### config.mk
export PLATFORM = sky130hd
export DESIGN_NAME = equal_top
export DESIGN_NICKNAME = d
export VERILOG_FILES = /design/src/noun_pkg.sv /design/src/equal_ctrl_pkg.sv /design/src/field_compare.sv /design/src/pair_stack.sv /design/src/equal_fsm.sv /design/src/equal_top.sv
export VERILOG_INCLUDE_DIRS = /design/src
export SDC_FILE = /design/constraint.sdc
export NUM_CORES = 1
export LEC_CHECK = 0
export BUFFER_PORTS_ARGS = -buffer_cell sky130_fd_sc_hd__clkbuf_2
export CORE_MARGIN = 4
export CORE_UTILIZATION = 60
export DETAILED_ROUTE_END_ITERATION = 10
export PLACE_DENSITY = 0.86
export SETUP_SLACK_MARGIN = 0.2
export SKIP_CTS_REPAIR_TIMING = 1
export SLEW_MARGIN = 20
export SYNTH_ARGS = -nofsm -noshare
export SYNTH_HDL_FRONTEND = slang
export SYNTH_SLANG_ARGS = --single-unit
### constraint.sdc
create_clock -name clk -period 7.8 [get_ports clk]
set_clock_uncertainty 0.05 [all_clocks]
set_input_delay 1.17 -clock clk [delete_from_list [all_inputs] [get_ports clk]]
set_output_delay 1.17 -clock clk [all_outputs]
set_load 0.02 [all_outputs]
### src/equal_settings.svh
`ifndef EQUAL_SETTINGS_SVH
`define EQUAL_SETTINGS_SVH

// Memory address and noun field sizes
`define EQ_ADDR_WIDTH 8
`define EQ_NOUN_WIDTH 16

// Cell word is {hed tag, tel tag, hed, tel}
`define EQ_WORD_WIDTH (2 + 2 * `EQ_NOUN_WIDTH)
`define EQ_HED_TAG_BIT (`EQ_WORD_WIDTH - 1)
`define EQ_TEL_TAG_BIT (`EQ_WORD_WIDTH - 2)

// Pending address pairs held on chip
`define EQ_STACK_DEPTH 8

// Result cell contents
`define EQ_NIL {`EQ_NOUN_WIDTH{1'b1}}
`define EQ_YES {`EQ_NOUN_WIDTH{1'b0}}
`define EQ_NO {{(`EQ_NOUN_WIDTH - 1){1'b0}}, 1'b1}

`endif

### src/noun_pkg.sv
package noun_pkg;

  // Tag of one cell field
  typedef enum logic {
    TAG_ATOM = 1'b0,
    TAG_CELL = 1'b1
  } tag_e;

  // Outcome of comparing one pair of fields
  typedef enum logic [1:0] {
    // Tags differ or atoms differ
    V_DIFFER  = 2'd0,
    // Same contents, subtrees equal
    V_SAME    = 2'd1,
    // Two cells at different addresses
    V_DESCEND = 2'd2
  } verdict_e;

endpackage

### src/equal_ctrl_pkg.sv
package equal_ctrl_pkg;

  // Sequencer states
  typedef enum logic [2:0] {
    S_IDLE      = 3'd0,
    S_ROOT_REQ  = 3'd1,
    S_ROOT_WAIT = 3'd2,
    S_PAIR_REQ  = 3'd3,
    S_PAIR_WAIT = 3'd4,
    S_DECIDE    = 3'd5,
    S_WRITE     = 3'd6,
    S_REPORT    = 3'd7
  } state_e;

  // Memory request kind
  typedef enum logic {
    MEM_READ  = 1'b0,
    MEM_WRITE = 1'b1
  } mem_op_e;

endpackage

### src/field_compare.sv
`include "equal_settings.svh"

module field_compare
  import noun_pkg::*;
(
  input  tag_e                      tag_a,
  input  logic [`EQ_NOUN_WIDTH-1:0] val_a,
  input  tag_e                      tag_b,
  input  logic [`EQ_NOUN_WIDTH-1:0] val_b,
  output verdict_e                  verdict
);

  localparam int AW = `EQ_ADDR_WIDTH;

  logic atom_match;
  logic addr_match;

  assign atom_match = (val_a == val_b);
  // A pointer only uses the low address bits
  assign addr_match = (val_a[AW-1:0] == val_b[AW-1:0]);

  always_comb begin
    if (tag_a != tag_b) begin
      verdict = V_DIFFER;
    end else if (tag_a == TAG_ATOM) begin
      if (atom_match) begin
        verdict = V_SAME;
      end else begin
        verdict = V_DIFFER;
      end
    end else begin
      // Same address means same subtree, nothing to walk
      if (addr_match) begin
        verdict = V_SAME;
      end else begin
        verdict = V_DESCEND;
      end
    end
  end

endmodule

### src/pair_stack.sv
`include "equal_settings.svh"

module pair_stack (
  input  logic                      clk,
  input  logic                      rst,
  input  logic                      push,
  input  logic                      pop,
  input  logic [`EQ_ADDR_WIDTH-1:0] push_addr1,
  input  logic [`EQ_ADDR_WIDTH-1:0] push_addr2,
  output logic [`EQ_ADDR_WIDTH-1:0] top_addr1,
  output logic [`EQ_ADDR_WIDTH-1:0] top_addr2,
  output logic                      empty,
  output logic                      full
);

  localparam int DEPTH = `EQ_STACK_DEPTH;
  localparam int IDX_W = $clog2(DEPTH);
  localparam int PTR_W = $clog2(DEPTH + 1);

  logic [`EQ_ADDR_WIDTH-1:0] slot1 [DEPTH];
  logic [`EQ_ADDR_WIDTH-1:0] slot2 [DEPTH];
  // Number of pairs held
  logic [PTR_W-1:0] count;
  logic [PTR_W-1:0] top_pos;

  assign top_pos   = count - 1'b1;
  assign empty     = (count == '0);
  assign full      = (count == PTR_W'(DEPTH));
  assign top_addr1 = slot1[top_pos[IDX_W-1:0]];
  assign top_addr2 = slot2[top_pos[IDX_W-1:0]];

  always_ff @(posedge clk or negedge rst) begin
    if (!rst) begin
      count <= '0;
    end else if (push && !pop) begin
      count <= count + 1'b1;
    end else if (pop && !push) begin
      count <= count - 1'b1;
    end
  end

  // Only entries below count are live
  always_ff @(posedge clk) begin
    if (push && pop) begin
      slot1[top_pos[IDX_W-1:0]] <= push_addr1;
      slot2[top_pos[IDX_W-1:0]] <= push_addr2;
    end else if (push) begin
      slot1[count[IDX_W-1:0]] <= push_addr1;
      slot2[count[IDX_W-1:0]] <= push_addr2;
    end
  end

endmodule

### src/equal_fsm.sv
`include "equal_settings.svh"

module equal_fsm
  import noun_pkg::*;
  import equal_ctrl_pkg::*;
(
  input  logic                      clk,
  input  logic                      rst,
  // Command and result
  input  logic                      cmd_valid,
  output logic                      cmd_ready,
  input  logic [`EQ_ADDR_WIDTH-1:0] cmd_root,
  input  logic [`EQ_ADDR_WIDTH-1:0] cmd_dest,
  output logic                      res_valid,
  input  logic                      res_ready,
  output logic                      res_equal,
  // Memory
  output logic                      mem_req_valid,
  input  logic                      mem_req_ready,
  output mem_op_e                   mem_op,
  output logic [`EQ_ADDR_WIDTH-1:0] mem_addr1,
  output logic [`EQ_ADDR_WIDTH-1:0] mem_addr2,
  output logic [`EQ_WORD_WIDTH-1:0] mem_wdata,
  input  logic                      mem_rsp_valid,
  input  logic [`EQ_WORD_WIDTH-1:0] mem_rdata1,
  input  logic [`EQ_WORD_WIDTH-1:0] mem_rdata2,
  // Stored words and their verdicts
  output logic [`EQ_WORD_WIDTH-1:0] word1,
  output logic [`EQ_WORD_WIDTH-1:0] word2,
  input  verdict_e                  root_verdict,
  input  verdict_e                  hed_verdict,
  input  verdict_e                  tel_verdict,
  // Pair stack
  output logic                      push,
  output logic                      pop,
  output logic [`EQ_ADDR_WIDTH-1:0] push_addr1,
  output logic [`EQ_ADDR_WIDTH-1:0] push_addr2,
  input  logic [`EQ_ADDR_WIDTH-1:0] top_addr1,
  input  logic [`EQ_ADDR_WIDTH-1:0] top_addr2,
  input  logic                      empty
);

  localparam int AW = `EQ_ADDR_WIDTH;
  localparam int NW = `EQ_NOUN_WIDTH;

  state_e        state;
  logic          root_phase;
  logic          equal_r;
  logic [AW-1:0] cur_addr1;
  logic [AW-1:0] cur_addr2;
  logic [AW-1:0] dest;
  logic [AW-1:0] hed_ptr1;
  logic [AW-1:0] hed_ptr2;
  logic [AW-1:0] tel_ptr1;
  logic [AW-1:0] tel_ptr2;
  logic          any_differ;
  logic          hed_down;
  logic          tel_down;
  logic          pair_decide;

  // Pointer parts of the stored hed and tel fields
  assign hed_ptr1 = word1[NW+AW-1:NW];
  assign hed_ptr2 = word2[NW+AW-1:NW];
  assign tel_ptr1 = word1[AW-1:0];
  assign tel_ptr2 = word2[AW-1:0];

  assign any_differ  = (hed_verdict == V_DIFFER) || (tel_verdict == V_DIFFER);
  assign hed_down    = (hed_verdict == V_DESCEND);
  assign tel_down    = (tel_verdict == V_DESCEND);
  assign pair_decide = (state == S_DECIDE) && !root_phase && !any_differ;

  assign cmd_ready     = (state == S_IDLE) && empty;
  assign res_valid     = (state == S_REPORT);
  assign res_equal     = equal_r;
  assign mem_req_valid = (state == S_ROOT_REQ) || (state == S_PAIR_REQ) || (state == S_WRITE);
  assign mem_op        = (state == S_WRITE) ? MEM_WRITE : MEM_READ;
  assign mem_addr1     = (state == S_WRITE) ? dest : cur_addr1;
  assign mem_addr2     = cur_addr2;
  // Result cell has two atom tags, the verdict and a NIL tel
  assign mem_wdata     = {TAG_ATOM, TAG_ATOM, equal_r ? `EQ_YES : `EQ_NO, `EQ_NIL};

  // Tel pair waits on the stack while the hed pair is walked
  assign push       = pair_decide && hed_down && tel_down;
  // Pairs left behind by an early NO drain while idle
  assign pop        = (pair_decide && !hed_down && !tel_down && !empty) ||
                      ((state == S_IDLE) && !empty);
  assign push_addr1 = tel_ptr1;
  assign push_addr2 = tel_ptr2;

  always_ff @(posedge clk or negedge rst) begin
    if (!rst) begin
      state      <= S_IDLE;
      root_phase <= 1'b0;
      equal_r    <= 1'b0;
    end else begin
      case (state)
        S_IDLE: begin
          if (cmd_valid && cmd_ready) begin
            state      <= S_ROOT_REQ;
            root_phase <= 1'b1;
          end
        end
        S_ROOT_REQ: if (mem_req_ready) state <= S_ROOT_WAIT;
        S_ROOT_WAIT: if (mem_rsp_valid) state <= S_DECIDE;
        S_PAIR_REQ: if (mem_req_ready) state <= S_PAIR_WAIT;
        S_PAIR_WAIT: if (mem_rsp_valid) state <= S_DECIDE;
        S_DECIDE: begin
          root_phase <= 1'b0;
          if (root_phase) begin
            // Root hed against root tel
            case (root_verdict)
              V_DIFFER: begin
                equal_r <= 1'b0;
                state   <= S_WRITE;
              end
              V_SAME: begin
                equal_r <= 1'b1;
                state   <= S_WRITE;
              end
              default: state <= S_PAIR_REQ;
            endcase
          end else if (any_differ) begin
            equal_r <= 1'b0;
            state   <= S_WRITE;
          end else if (hed_down || tel_down || !empty) begin
            state <= S_PAIR_REQ;
          end else begin
            // Nothing left to walk
            equal_r <= 1'b1;
            state   <= S_WRITE;
          end
        end
        S_WRITE: if (mem_req_ready) state <= S_REPORT;
        S_REPORT: if (res_ready) state <= S_IDLE;
        default: state <= S_IDLE;
      endcase
    end
  end

  always_ff @(posedge clk) begin
    if (cmd_valid && cmd_ready) begin
      dest      <= cmd_dest;
      cur_addr1 <= cmd_root;
      cur_addr2 <= cmd_root;
    end
    if (mem_rsp_valid && (state == S_ROOT_WAIT || state == S_PAIR_WAIT)) begin
      word1 <= mem_rdata1;
      word2 <= mem_rdata2;
    end
    if (state == S_DECIDE) begin
      if (root_phase) begin
        cur_addr1 <= hed_ptr1;
        cur_addr2 <= tel_ptr1;
      end else if (hed_down) begin
        cur_addr1 <= hed_ptr1;
        cur_addr2 <= hed_ptr2;
      end else if (tel_down) begin
        cur_addr1 <= tel_ptr1;
        cur_addr2 <= tel_ptr2;
      end else begin
        cur_addr1 <= top_addr1;
        cur_addr2 <= top_addr2;
      end
    end
  end

endmodule

### src/equal_top.sv
`include "equal_settings.svh"

module equal_top
  import noun_pkg::*;
  import equal_ctrl_pkg::*;
(
  input  logic                      clk,
  input  logic                      rst,
  input  logic                      cmd_valid,
  output logic                      cmd_ready,
  input  logic [`EQ_ADDR_WIDTH-1:0] cmd_root,
  input  logic [`EQ_ADDR_WIDTH-1:0] cmd_dest,
  output logic                      res_valid,
  input  logic                      res_ready,
  output logic                      res_equal,
  output logic                      mem_req_valid,
  input  logic                      mem_req_ready,
  output mem_op_e                   mem_op,
  output logic [`EQ_ADDR_WIDTH-1:0] mem_addr1,
  output logic [`EQ_ADDR_WIDTH-1:0] mem_addr2,
  output logic [`EQ_WORD_WIDTH-1:0] mem_wdata,
  input  logic                      mem_rsp_valid,
  input  logic [`EQ_WORD_WIDTH-1:0] mem_rdata1,
  input  logic [`EQ_WORD_WIDTH-1:0] mem_rdata2
);

  localparam int NW = `EQ_NOUN_WIDTH;

  logic [`EQ_WORD_WIDTH-1:0] word1;
  logic [`EQ_WORD_WIDTH-1:0] word2;
  verdict_e                  root_verdict;
  verdict_e                  hed_verdict;
  verdict_e                  tel_verdict;
  logic                      push;
  logic                      pop;
  logic [`EQ_ADDR_WIDTH-1:0] push_addr1;
  logic [`EQ_ADDR_WIDTH-1:0] push_addr2;
  logic [`EQ_ADDR_WIDTH-1:0] top_addr1;
  logic [`EQ_ADDR_WIDTH-1:0] top_addr2;
  logic                      stack_empty;
  logic                      stack_full;

  equal_fsm fsm_i (
    .clk, .rst, .cmd_valid, .cmd_ready, .cmd_root, .cmd_dest,
    .res_valid, .res_ready, .res_equal,
    .mem_req_valid, .mem_req_ready, .mem_op, .mem_addr1, .mem_addr2, .mem_wdata,
    .mem_rsp_valid, .mem_rdata1, .mem_rdata2,
    .word1, .word2, .root_verdict, .hed_verdict, .tel_verdict,
    .push, .pop, .push_addr1, .push_addr2, .top_addr1, .top_addr2,
    .empty(stack_empty)
  );

  pair_stack stack_i (
    .clk, .rst, .push, .pop, .push_addr1, .push_addr2, .top_addr1, .top_addr2,
    .empty(stack_empty), .full(stack_full)
  );

  // Root cell hed against its own tel
  field_compare root_cmp (
    .tag_a(tag_e'(word1[`EQ_HED_TAG_BIT])), .val_a(word1[2*NW-1:NW]),
    .tag_b(tag_e'(word1[`EQ_TEL_TAG_BIT])), .val_b(word1[NW-1:0]),
    .verdict(root_verdict)
  );

  field_compare hed_cmp (
    .tag_a(tag_e'(word1[`EQ_HED_TAG_BIT])), .val_a(word1[2*NW-1:NW]),
    .tag_b(tag_e'(word2[`EQ_HED_TAG_BIT])), .val_b(word2[2*NW-1:NW]),
    .verdict(hed_verdict)
  );

  field_compare tel_cmp (
    .tag_a(tag_e'(word1[`EQ_TEL_TAG_BIT])), .val_a(word1[NW-1:0]),
    .tag_b(tag_e'(word2[`EQ_TEL_TAG_BIT])), .val_b(word2[NW-1:0]),
    .verdict(tel_verdict)
  );

endmodule

Word level (Yosys, flattened, before mapping)
Memory sizes are Yosys's and may differ from the RTL's.
Cells that the tools add are included.
- reductions and logical operators: 43
- mux-type cells: 54
- equality and inequality tests: 27
- add/subtract/negate cells: 2
- operator list (cell ; count):
    two-way mux 8 bit ; 12
    == test 16 bit ; 3
    two-way mux 3 bit ; 12
    == test 8 bit ; 3
    one-hot mux 3 bit (7 select lines) ; 1
    two-way mux 2 bit ; 9
    two-way mux 1 bit ; 16
    OR reduction 8 bit ; 2
    logical AND 1 bit ; 14
    == test 3 bit, second input constant ; 4
    two-way mux 4 bit ; 2
    inequality test 2 bit, second input constant ; 4
    zero test 1 bit ; 7
    logical OR 1 bit ; 7
    == test 3 x 2 -> 1 bit, second input constant ; 2
    zero test 2 bit ; 3
    AND reduction 6 bit ; 1
    nonzero test 2 bit ; 3
    adder 4 x 1 -> 4 bit, second input constant ; 1
    == test 2 bit, second input constant ; 2
    zero test 4 bit ; 1
    inequality test 2 x 1 -> 1 bit, second input constant ; 2
    one-hot mux 1 bit (2 select lines) ; 2
    OR reduction 2 bit ; 2
    9 further kinds ; 11
- output and inout bits: 55
- flip-flop bits (word level): 101
- bits in writable memories: 128
- memories kept: 2
- word-level logic and storage cells: 137
- bits of input ports: 90
- memory list (name ; depth ; width ; rd ports ; clocked after memory_dff ; write ports ; line ; source):
    stack_i.slot1 ; 8 ; 8 ; 1 ; 0 ; 1 ; pair_stack.sv:20 ; logic [`EQ_ADDR_WIDTH-1:0] slot1 [DEPTH];
    stack_i.slot2 ; 8 ; 8 ; 1 ; 0 ; 1 ; pair_stack.sv:21 ; logic [`EQ_ADDR_WIDTH-1:0] slot2 [DEPTH];

Logic depth before layout (Yosys ltp)
Gate-level depths: netlist (run 1).
- depth after elaboration: 17
- depth in mapped cells: 14
- gate-level depth less buffers: 12

Cells and area by module
A second synthesis (run 1) with hierarchy kept.
- cells, all modules: 742
- area total of the unflattened synthesis: 10410.0 um^2
- modules (own cells, without submodules) (module ; area each (um^2) ; cells each ; sequential area each (um^2) ; instances):
    pair_stack ; 5529.1 ; 348 ; 3943.8 ; 1
    equal_fsm ; 4287.9 ; 322 ; 2887.8 ; 1
    field_compare ; 197.7 ; 24 ; 0.0 ; 3

Worst setup path after synthesis (run 1)
Ideal clock, no wire load.
- kind: register to register
- start point: register fsm_i.word1[1]
- end point: memory stack_i.slot1[4][0] (netlist name) (enable)
- arrival time: 3504 ps
- setup slack: 3856 ps
- path buffers: 1
- required time: 7360 ps
- stages on the path, launching flop included: 14
- setup time: 390 ps
- clock period less this slack: 3944 ps
- cell sequence: edfxtp_1 xor2_1 nor4_1 nand2_1 o31ai_2 nor4bb_1 o21ai_0 ha_1 clkbuf_1 nand2b_1 nor2_1 a21oi_1 o22ai_1 nor2b_1
- word-level cells in the longest chain between the ends: 17
- elaborated cells between the ends (all ways): 27
- classes of those cells: 3 x eq/ne; 11 x mux; 13 x reduce/logical
- RTL lines (what ; line ; source):
    start: declaration ; equal_fsm.sv:28 ; output logic [`EQ_WORD_WIDTH-1:0] word1,
    start signal: assignment ; equal_fsm.sv:147 ; word1 <= mem_rdata1;
    == test 16 bit or == test 8 bit (tied branches) ; field_compare.sv:18, field_compare.sv:20 ;
    two-way mux 1 bit or two-way mux 2 bit (tied branches) ; field_compare.sv:26, field_compare.sv:33 ;
    two-way mux 2 bit (*) ; field_compare.sv:25 ; end else if (tag_a == TAG_ATOM) begin
    two-way mux 2 bit (*) ; field_compare.sv:23 ; if (tag_a != tag_b) begin
    zero test 2 bit ; equal_fsm.sv:67 ; assign any_differ = (hed_verdict == V_DIFFER) || (tel_verdict == V_DIFFER);
    logical OR 1 bit ; equal_fsm.sv:67 ;
    zero test 1 bit ; equal_fsm.sv:70 ; assign pair_decide = (state == S_DECIDE) && !root_phase && !any_differ;
    logical AND 1 bit ; equal_fsm.sv:70 ;
    logical AND 1 bit (3 in series) ; equal_fsm.sv:85 ; assign pop = (pair_decide && !hed_down && !tel_down && !empty) ||
    logical OR 1 bit ; equal_fsm.sv:85 ;
    logical AND 1 bit ; pair_stack.sv:44 ; if (push && pop) begin
    two-way mux 1 bit ; pair_stack.sv:44 ;
    two-way mux 1 bit (implied by the code) ; pair_stack.sv:48 ; slot1[count[IDX_W-1:0]] <= push_addr1;
    OR reduction 8 bit (no line) ; - ;
    two-way mux 3 bit (no line) or two-way mux 1 bit (tied branches) ; - ;
    end: declaration ; pair_stack.sv:20 ;
Every way passes the cells marked *; elsewhere a longest branch is shown, timed or not.

Worst setup path in the final report (run 1)
- start point: register fsm_i.word1[5]
- end point: memory stack_i.slot1[1][1] (netlist name) (enable)
The elaborated chain is that of the path after synthesis.

==> results of run 1 <==
==> layout make-up <==
type,count,area (um2)
Tap cell,216,270
Sequential cell,229,6830
Multi-Input combinational cell,319,2880
Timing Repair Buffer,115,586
Clock inverter,7,60.1
Fill cell,987,4840
Clock buffer,30,612
Inverter,9,33.8
==> per-stage QoR <==
stage / utilization [%] / hold slack, ns / area, um2 / setup WS [ns] / total power [mW]
floorplan: - / 0.393 / 10100 / 3.86 / 2.79
global placement: 65.7 / 0.417 / 10600 / 3.18 / 3.10
detailed placement: 65.7 / 0.442 / 10600 / 2.78 / 3.14
CTS: 69.9 / 0.455 / 11300 / 2.74 / 4.15
global route: 69.9 / 0.471 / 11300 / 2.52 / 4.33
finish: 69.9 / 0.458 / 11300 / 2.66 / 4.15
==> power breakdown <==
group	leakage (nW)	switching, mW	internal [mW]
Combinational	1.67	0.773	0.621
Sequential	2.11	0.159	1.59
Clock	0.327	0.425	0.580
==> worst reg2reg max path, cell delays in order, from the launching register on <==
cell and delay (ns):
edfxtp_1 0.58, xor2_1 0.23, nor4_1 0.56, a21o_1 0.82, nand2_1 0.12, nor4bb_1 0.36, o21ai_0 0.21, ha_1 0.33
nand2b_1 0.22, nor2_1 0.12, a21oi_1 0.07, o22a_1 0.23, nor2_2 0.85
==> flip-flops by register name, summed over array words and instances, names as in the netlist, 3 cells and up <==
name / cells
stack_i.slot1: 64
fsm_i.word1: 34
fsm_i.cur_addr1: 8
fsm_i.state: 3
stack_i.count: 4
fsm_i.mem_addr2: 8
fsm_i.word2: 34
fsm_i.dest: 8
stack_i.slot2: 64
==> layout by cell type, fill, tap and decap left out, types with 12 or more instances in the layout <==
cell	Yosys	final
clkbuf_16	0	23
clkbuf_2	0	111
conb_1	2	33
edfxtp_1	220	220
mux2_2	41	41
mux2i_1	13	13
mux4_1	22	22
nand2_1	25	25
nor2_1	18	12
xnor2_1	16	16
xor2_1	38	38
==> path summary, 6_finish.rpt <==
check,start,cells past startpoint,end
min,stack_i.count[3],1,stack_i.count[3]
min in group asynchronous,rst,1,fsm_i.state[2]
max in group asynchronous,rst,1,fsm_i.res_equal
min reg2reg,stack_i.count[3],1,stack_i.count[3]
max reg2reg,fsm_i.word1[5],12,stack_i.slot1[1][1]
max,fsm_i.word1[5],12,stack_i.slot1[1][1]
==> metal layers <==
layer  vias up  share of wire (%)
met5         -                  0
met4         0                2.8
met3        55                8.9
met2       331                 51
met1      2688                 38
li1       2438                  -
==> cells by family (layout without fill, tap and decap cells) <==
| kind of cell | count (synthesis) | count (layout) | synth area share, % |
|---|---|---|---|
| flip-flops | 229 | 229 | 68.5 |
| AND/OR/NAND/NOR | 87 | 87 | 4.35 |
| adder cells (fa/ha/maj) | 4 | 4 | 0.502 |
| other | 2 | 33 | 0.0753 |
| XOR/XNOR | 55 | 55 | 4.90 |
| AO/OA/AOI/OAI | 54 | 54 | 3.54 |
| buffers and inverters | 63 | 161 | 4.18 |
| multiplexers | 86 | 86 | 14.0 |
==> reports/results.txt, run 1 <==
RSZ-0062 raised after global routing: no
Clock Latency Late Sink: 0.51 ns
first-pass GRT wire length: 31.0 mm
GR Util met2: 35.6%
CP Max Fanout: 20
Post-Syn Area: 0.00998 mm2
Slew HR: 25.2%
DR WL/cell: 22.1 um
Required @ worst endpoint: 7.86 ns
post-synth cell types: 51
Clock Path Buffers: 3
Buffers & Inverters on Critical Path: 0
Yosys top cell area share: 66.2%
Starting Density: 61.9%
Final HPWL DP: 13.5 mm
GR Util met1: 30.3%
Crit Path Class: reg -> reg
Most Crowded Layer GR: met2
vias: 5512
Post-synth ARST share: 3.93%
non-filler cells, final: 925
Cells after Synth: 580
Port-buffer cells: 111
core area: 0.0161 mm2
met3 usage: 4.12%
Worst path max stage delay: 0.85 ns
Die H: 137 um
ys flop type: edfxtp_1
max cap viols: 0
Final Hold Violating Endpoints: 0
setup TNS: 0 ns
Max IR drop VDD: 0.000230 V
drt via density: 5.96
clk sinks: 229
largest net degree at the start of global routing: 69
ant diodes: 0
die area: 0.0188 mm2
slowest CP cell: nor2_2
dpl cells: 888
Core Rows: 46
post-route ant nets: 0
# DRC: 0
Total Wirelength: 20.4 mm
vias in the first global route: 5455
CP delay by family, top: simple AND/OR/NAND/NOR gates
Worst Hold Class: reg -> reg
count leader, synth: edfxtp_1
fin. max-slew vios: 0
top cells by area, synth: edfxtp_1 (66%), mux4_1 (5.8%), mux2_2 (4.6%)
DRT iter0 DRCs: 701
synthesis-to-finish area growth: 13.0%
grt ovf: 0
Critical Path Source Type: flip-flop
measured slew at the worst slew-check pin: 1.12 ns
CP arrival: 5.20 ns
Die Span X: 137 um
Synth Register Bits: 229
initial antenna violation count: 0
Final nets: 790
Total GRT Usage: 21.8%
status: complete, no violations
CTS buffer count: 22
CP endpoint kind: flip-flop
Leak: 4.11 nW
clock root buffer: clkbuf_16
flop-to-flop setup slack: 2.66 ns
number of synthesized flops with an enable pin: 220
clk slew on worst S/H paths: 0.06 ns
CTS H-tree lvls: 1
crit-path cells: xor2_1 -> nor4_1 -> a21o_1 -> nand2_1 -> nor4bb_1 -> o21ai_0 -> ha_1 -> nand2b_1 -> nor2_1 -> a21oi_1 -> o22a_1 -> nor2_2
synth cell count leaders: edfxtp_1 (220), mux2_2 (41), xor2_1 (38)
Mean Syn Cell Area: 17.2 um2
Final setup viols: 0
drt pass-1 iters: 6
register area share after synthesis: 68.5%
IO Pins: 145
share of cells above drive strength 1: 29.3%
FMAX: 195 MHz
Final Critical Period: 5.14 ns
Yosys top cell by area: edfxtp_1
synth warn: 0
Tcrit/Tclk final: 65.9%
PD cells: 368 mW/mm2
Final GP Congestion: 0.967
TritonCTS clock tree: yes
Power figures use the tool's default switching activity.
==> run 2: changes to the inputs <==
Settings changed: CORE_UTILIZATION 60 to 57, PLACE_DENSITY 0.86 to 0.83.
Clock period 7.8 ns to 5.3 ns, I/O delays scaled along.
==> run 2 against run 1 <==
  * Count of clock-buffer cells in the layout increased by 1
  * Register-to-register slack got worse by 1.6 ns
  * Final cell count increased by 2.1%
  * Largest cell class unchanged
  * Highest routed layer unchanged
==> reports/results.txt, run 2 (synthesis gave the netlist of run 1 again) <==
Layout Utilization: 66.0% (was 69.9%)
synthesis-to-finish area growth: 14.0% (was 13.0%)
Clock Path Buffers: 3 (unchanged)
Net Sw Frac: 32.6% (was 32.7%)
PD cells: 544 mW/mm2 (was 368 mW/mm2)
Final Hold Violating Endpoints: 0 (unchanged)
Reg2Reg Depth: 13 (was 12)
Slew HR: 47.4% (was 25.2%)
# DRC: 0 (unchanged)
P_int: 4.17 mW (was 2.79 mW)
die area: 0.0197 mm2 (was 0.0188 mm2)
Die H: 140 um (was 137 um)
share of cells above drive strength 1: 29.5% (was 29.3%)
max cap viols: 0 (unchanged)
Layout fillers: 1125 (was 987)
TritonCTS clock tree: yes (unchanged)
Core Rows: 48 (was 46)
Final nets: 800 (was 790)
slowest CP cell: edfxtp_1 (was nor2_2)
commonest non-fill, non-tap cell in the layout: edfxtp_1 (unchanged)
Total Wirelength: 21.0 mm (was 20.4 mm)
Final Critical Period: 4.29 ns (was 5.14 ns)
DR WL/cell: 22.2 um (was 22.1 um)
Tcrit/Tclk final: 80.9% (was 65.9%)
Reg power frac: 41.5% (was 42.1%)
CTS buffer count: 23 (was 22)
multi-input logic area: 0.00286 mm2 (was 0.00288 mm2)
first-pass GRT wire length: 31.7 mm (was 31.0 mm)
FMAX: 233 MHz (was 195 MHz)
Final HPWL DP: 13.9 mm (was 13.5 mm)
clk slew on worst S/H paths: 0.06 ns (about the same)
IO Pins: 145 (unchanged)
combinational power share: 33.5% (was 33.6%)
CP arrival: 4.42 ns (was 5.20 ns)
worst reg2reg endpoint: stack_i.slot1[4][7] (was stack_i.slot1[1][1])
CTS H-tree lvls: 1 (unchanged)
Max IR drop VDD: 0.000576 V (was 0.000230 V)
grt ovf: 0 (unchanged)
Total GRT Usage: 21.0% (was 21.8%)
status: complete, no violations (unchanged)
Final GP Congestion: 0.951 (was 0.967)
clock root buffer: clkbuf_16 (unchanged)
CP endpoint kind: flip-flop (unchanged)
Port-buffer cells: 111 (unchanged)
vias: 5550 (was 5512)
CP Max Fanout: 16 (was 20)
ant diodes: 0 (unchanged)
Final setup viols: 0 (unchanged)
measured slew at the worst slew-check pin: 0.787 ns (was 1.12 ns)
Required @ worst endpoint: 5.43 ns (was 7.86 ns)
clock share of power: 24.9% (was 24.2%)
Leak: 4.18 nW (was 4.11 nW)
drt via density: 5.88 (was 5.96)
crit-path cells: xor2_1 -> nor4_1 -> nand2_1 -> o31ai_2 -> nor4bb_1 -> o21ai_0 -> ha_1 -> nand2b_1 -> nor2_1 -> a21oi_1 -> o22ai_1 -> nor2b_1 -> buf_4 (was xor2_1 -> nor4_1 -> a21o_1 -> nand2_1 -> nor4bb_1 -> o21ai_0 -> ha_1 -> nand2b_1 -> nor2_1 -> a21oi_1 -> o22a_1 -> nor2_2)
largest net degree at the start of global routing: 50 (was 69)
core area: 0.0172 mm2 (was 0.0161 mm2)
post-route ant nets: 0 (unchanged)
CP delay by family, top: simple AND/OR/NAND/NOR gates (unchanged)
Worst Hold Class: in -> async (was reg -> reg)
Buffers & Inverters on Critical Path: 1 (was 0)
RSZ-0062 raised after global routing: no (unchanged)
fin. max-slew vios: 0 (unchanged)
Crit Path Class: reg -> reg (unchanged)
DRT iter0 DRCs: 619 (was 701)
clk sinks: 229 (unchanged)
Critical Path Source Type: flip-flop (unchanged)
initial antenna violation count: 0 (unchanged)
worst r2r src: fsm_i.word1[1] (was fsm_i.word1[5])
flop-to-flop setup slack: 1.01 ns (was 2.66 ns)
Starting Density: 57.9% (was 61.9%)
Die Span X: 140 um (was 137 um)
Worst path max stage delay: 0.57 ns (was 0.85 ns)
most frequent cells in the layout: edfxtp_1 (220), clkbuf_2 (111), mux2_2 (41) (unchanged)
setup TNS: 0 ns (unchanged)
Storage cell area: 0.00683 mm2 (unchanged)
net switching power figure: 2.02 mW (was 1.36 mW)
vias in the first global route: 5648 (was 5455)
Clock Latency Late Sink: 0.52 ns (was 0.51 ns)
drt pass-1 iters: 5 (was 6)
==> run 2: routing by layer <==
layer,part of all wire [%],GRT usage (%),up-vias
met1,38,27.9,2740
met3,7.4,3.58,53
li1,-,-,2454
met5,0,0,-
met2,51,36.2,303
met4,3.0,6.17,0
==> run 2: worst max path at each step <==
stage                              start                   to  slack (ns)  cells after the start
final                     fsm_i.word1[1]  stack_i.slot1[4][7]        1.01                     13
after global routing      fsm_i.word1[1]  stack_i.slot1[5][4]        0.61                     13
after CTS                 fsm_i.word1[1]  stack_i.slot1[4][7]        1.02                     13
after detailed placement  fsm_i.word1[1]  stack_i.slot2[4][0]        1.03                     13
after global placement    fsm_i.word1[1]  stack_i.slot2[1][1]        1.31                     13
after floorplan           fsm_i.word1[1]  stack_i.slot1[5][0]        1.36                     13
==> run 2: per-stage QoR <==
step	area, um2	power (mW)	instances	setup slack, ns	hold WS, ns
floorplan	10100	4.11	611	1.36	0.393
global placement	10600	4.56	906	1.31	0.418
detailed placement	10700	4.66	906	1.03	0.460
CTS	11400	6.22	944	1.02	0.0865
global route	11400	6.46	944	0.615	0.0994
finish	11400	6.19	944	1.01	0.0847
==> run 2: power groups by stage <==
stage	Sequential, mW	Clock, mW	Combinational [mW]
5_1_grt	2.60	1.65	2.22
4_1_cts	2.57	1.57	2.08
2_1_floorplan	2.55	0	1.56
6_report	2.57	1.54	2.08
3_3_place_gp	2.58	0	1.99
3_5_place_dp	2.60	0	2.06
==> run 2: worst register-to-register path: stages, from the launching register on <==
cell	delay, ns
edfxtp_1	0.57
xor2_1	0.22
nor4_1	0.53
nand2_1	0.21
o31ai_2	0.43
nor4bb_1	0.39
o21ai_0	0.19
ha_1	0.33
nand2b_1	0.20
nor2_1	0.12
a21oi_1	0.06
o22ai_1	0.17
nor2b_1	0.17
buf_4	0.30
==> run 2: final cells by class <==
class | count | area share [%]
timing repair buffer | 124 | 5.74
clock inverter | 7 | 0.902
tap | 225 | 2.47
clock buffer | 31 | 5.41
sequential | 229 | 60.0
inverter | 9 | 0.297
multi-input combinational | 319 | 25.1
==> run 3: changes to the inputs <==
Settings changed: CORE_UTILIZATION 57 to 52, PLACE_DENSITY 0.83 to 0.8.
Clock period 5.3 ns to 3.5 ns, I/O delays scaled along.
==> run 3 against run 2 <==
  * The flow now finishes with violations (negative setup slack)
  * Sequential share of layout area fell by 3.5 points
  * Via count up 4.0%
  * Register-to-register slack lost 1.0 ns
  * Die area rose by 9.1%
  * Global-route usage down 1.3 points
  * First-iteration DRC count down 0.81%
  * Final cell count rose by 5.4%
  * Largest cell class unchanged
  * Highest routed layer unchanged
==> reports/results.txt, run 3 (synthesis gave the netlist of run 1 again) <==
status: finished, violations left (was complete, no violations)
violated checks: negative setup slack
CTS buffer count: 23 (unchanged)
Required @ worst endpoint: 3.66 ns (was 5.43 ns)
most frequent CP cell: buf_4
Layout Utilization: 64.4% (was 66.0%)
PD cells: 818 mW/mm2 (was 544 mW/mm2)
most frequent cells in the layout: edfxtp_1 (220), clkbuf_2 (111), mux2_2 (41) (unchanged)
DR WL/cell: 23.0 um (was 22.2 um)
CP arrival: 3.69 ns (was 4.42 ns)
measured slew at the worst slew-check pin: 0.690 ns (was 0.787 ns)
Die Span X: 147 um (was 140 um)
slowest CP cell: edfxtp_1 (unchanged)
drt via density: 5.80 (was 5.88)
Final Hold Violating Endpoints: 0 (unchanged)
post-route ant nets: 0 (unchanged)
setup TNS: -0.218 ns (was 0 ns)
RSZ-0062 raised after global routing: yes (was no)
Buffers & Inverters on Critical Path: 3 (was 1)
grt ovf: 0 (unchanged)
vias in the first global route: 5825 (was 5648)
CP endpoint kind: flip-flop (unchanged)
die area: 0.0215 mm2 (was 0.0197 mm2)
setup ws final: -0.0271 ns (was 1.01 ns)
commonest non-fill, non-tap cell in the layout: edfxtp_1 (unchanged)
clk sinks: 229 (unchanged)
Critical Path Source Type: flip-flop (unchanged)
ant diodes: 0 (unchanged)
initial antenna violation count: 0 (unchanged)
Die H: 147 um (was 140 um)
Final setup viols: 17 (was 0)
Clock Path Buffers: 3 (unchanged)
Leak: 4.45 nW (was 4.18 nW)
CTS H-tree lvls: 1 (unchanged)
# DRC: 0 (unchanged)
Final HPWL DP: 14.9 mm (was 13.9 mm)
Tcrit/Tclk final: 101% (was 80.9%)
total power: 9.89 mW (was 6.19 mW)
non-filler cells, final: 995 (was 944)
first-pass GRT wire length: 32.9 mm (was 31.7 mm)
fin. max-slew vios: 0 (unchanged)
Final GP Congestion: 0.900 (was 0.951)
Core Rows: 50 (was 48)
core area: 0.0188 mm2 (was 0.0172 mm2)
CP Max Fanout: 8 (was 16)
Max IR drop VDD: 0.000503 V (was 0.000576 V)
worst slack, placed: -0.138 ns (was 1.03 ns)
Starting Density: 53.2% (was 57.9%)
CP delay by family, top: simple AND/OR/NAND/NOR gates (unchanged)
Port-buffer cells: 111 (unchanged)
FMAX: 284 MHz (was 233 MHz)
clk slew on worst S/H paths: 0.06 ns (about the same)
Total GRT Usage: 19.7% (was 21.0%)
WHS: 0.152 ns (was 0.0847 ns)
drt pass-1 iters: 5 (unchanged)
Worst Hold Class: in -> reg (was in -> async)
Clock Latency Late Sink: 0.50 ns (was 0.52 ns)
largest net degree at the start of global routing: 38 (was 50)
Slew HR: 54.0% (was 47.4%)
max cap viols: 0 (unchanged)
crit-path cells: xor2_1 -> nor4_2 -> buf_4 -> a21o_1 -> nand2_2 -> nor4bb_4 -> o21ai_2 -> ha_4 -> buf_4 -> o31ai_4 -> a21oi_4 -> nor2_4 -> clkbuf_16 (was xor2_1 -> nor4_1 -> nand2_1 -> o31ai_2 -> nor4bb_1 -> o21ai_0 -> ha_1 -> nand2b_1 -> nor2_1 -> a21oi_1 -> o22ai_1 -> nor2b_1 -> buf_4)
share of cells above drive strength 1: 36.8% (was 29.5%)
vias: 5774 (was 5550)
IO Pins: 145 (unchanged)
synthesis-to-finish area growth: 21.2% (was 14.0%)
Post-DP Area: 0.0111 mm2 (was 0.0107 mm2)
Total Wirelength: 22.9 mm (was 21.0 mm)
Crit Path Class: reg -> reg (unchanged)
Final Critical Period: 3.53 ns (was 4.29 ns)
TritonCTS clock tree: yes (unchanged)
Worst path max stage delay: 0.44 ns (was 0.57 ns)
DRT iter0 DRCs: 614 (was 619)
clock root buffer: clkbuf_16 (unchanged)
Design Area, Final: 0.0121 mm2 (was 0.0114 mm2)
Final nets: 840 (was 800)
dpl cells: 946 (was 906)
[run 3: cell count changes in the layout (fill, tap and decap cells not counted), sizes merged]
| cell | previous run | this run |
|---|---|---|
| buf | 13 | 50 |
| clkinv | 3 | 7 |
| clkbuf | 142 | 139 |
| bufinv | 2 | 4 |
| clkinvlp | 1 | 3 |
| dlygate4sd3 | 0 | 1 |
| inv | 10 | 9 |
[run 3: cell type report]
| type | count | area [um2] |
|---|---|---|
| clock buffers | 26 | 587 |
| clock inverters | 14 | 173 |
| fillers | 1261 | 6680 |
| inverters | 9 | 33.8 |
| multi-input cells | 319 | 3070 |
| flip-flops and latches | 229 | 6830 |
| well taps | 234 | 293 |
| repair buffers | 164 | 1100 |
[run 3: path summary, 6_finish.rpt]
path | from | end | slack [ns] | depth (start not counted)
hold reg to reg | stack_i.count[3] | stack_i.count[3] | 0.44 | 1
min in group asynchronous | rst | stack_i.count[2] | 0.39 | 2
setup / recovery | fsm_i.word1[5] | stack_i.slot1[2][3] | -0.03 | 13
setup reg to reg | fsm_i.word1[5] | stack_i.slot1[2][3] | -0.03 | 13
max in group asynchronous | rst | fsm_i.state[1] | 2.79 | 2
hold / removal | cmd_dest[0] | fsm_i.dest[0] | 0.15 | 1
[run 3: metal layers]
metal / vias up / part of all wire (%) / GRT usage [%]
met1: 2873 / 38 / 25.2
met5: - / 0 / 0
met3: 51 / 7.3 / 3.66
met4: 0 / 2.9 / 6.02
met2: 305 / 52 / 34.5
li1: 2545 / - / -
[run 3: report_power, final]
group	internal [mW]	switching [mW]	total [mW]
sequential	3.53	0.274	3.80
combinational	1.57	2.05	3.63
clock	1.50	0.965	2.46
total	6.60	3.29	9.89
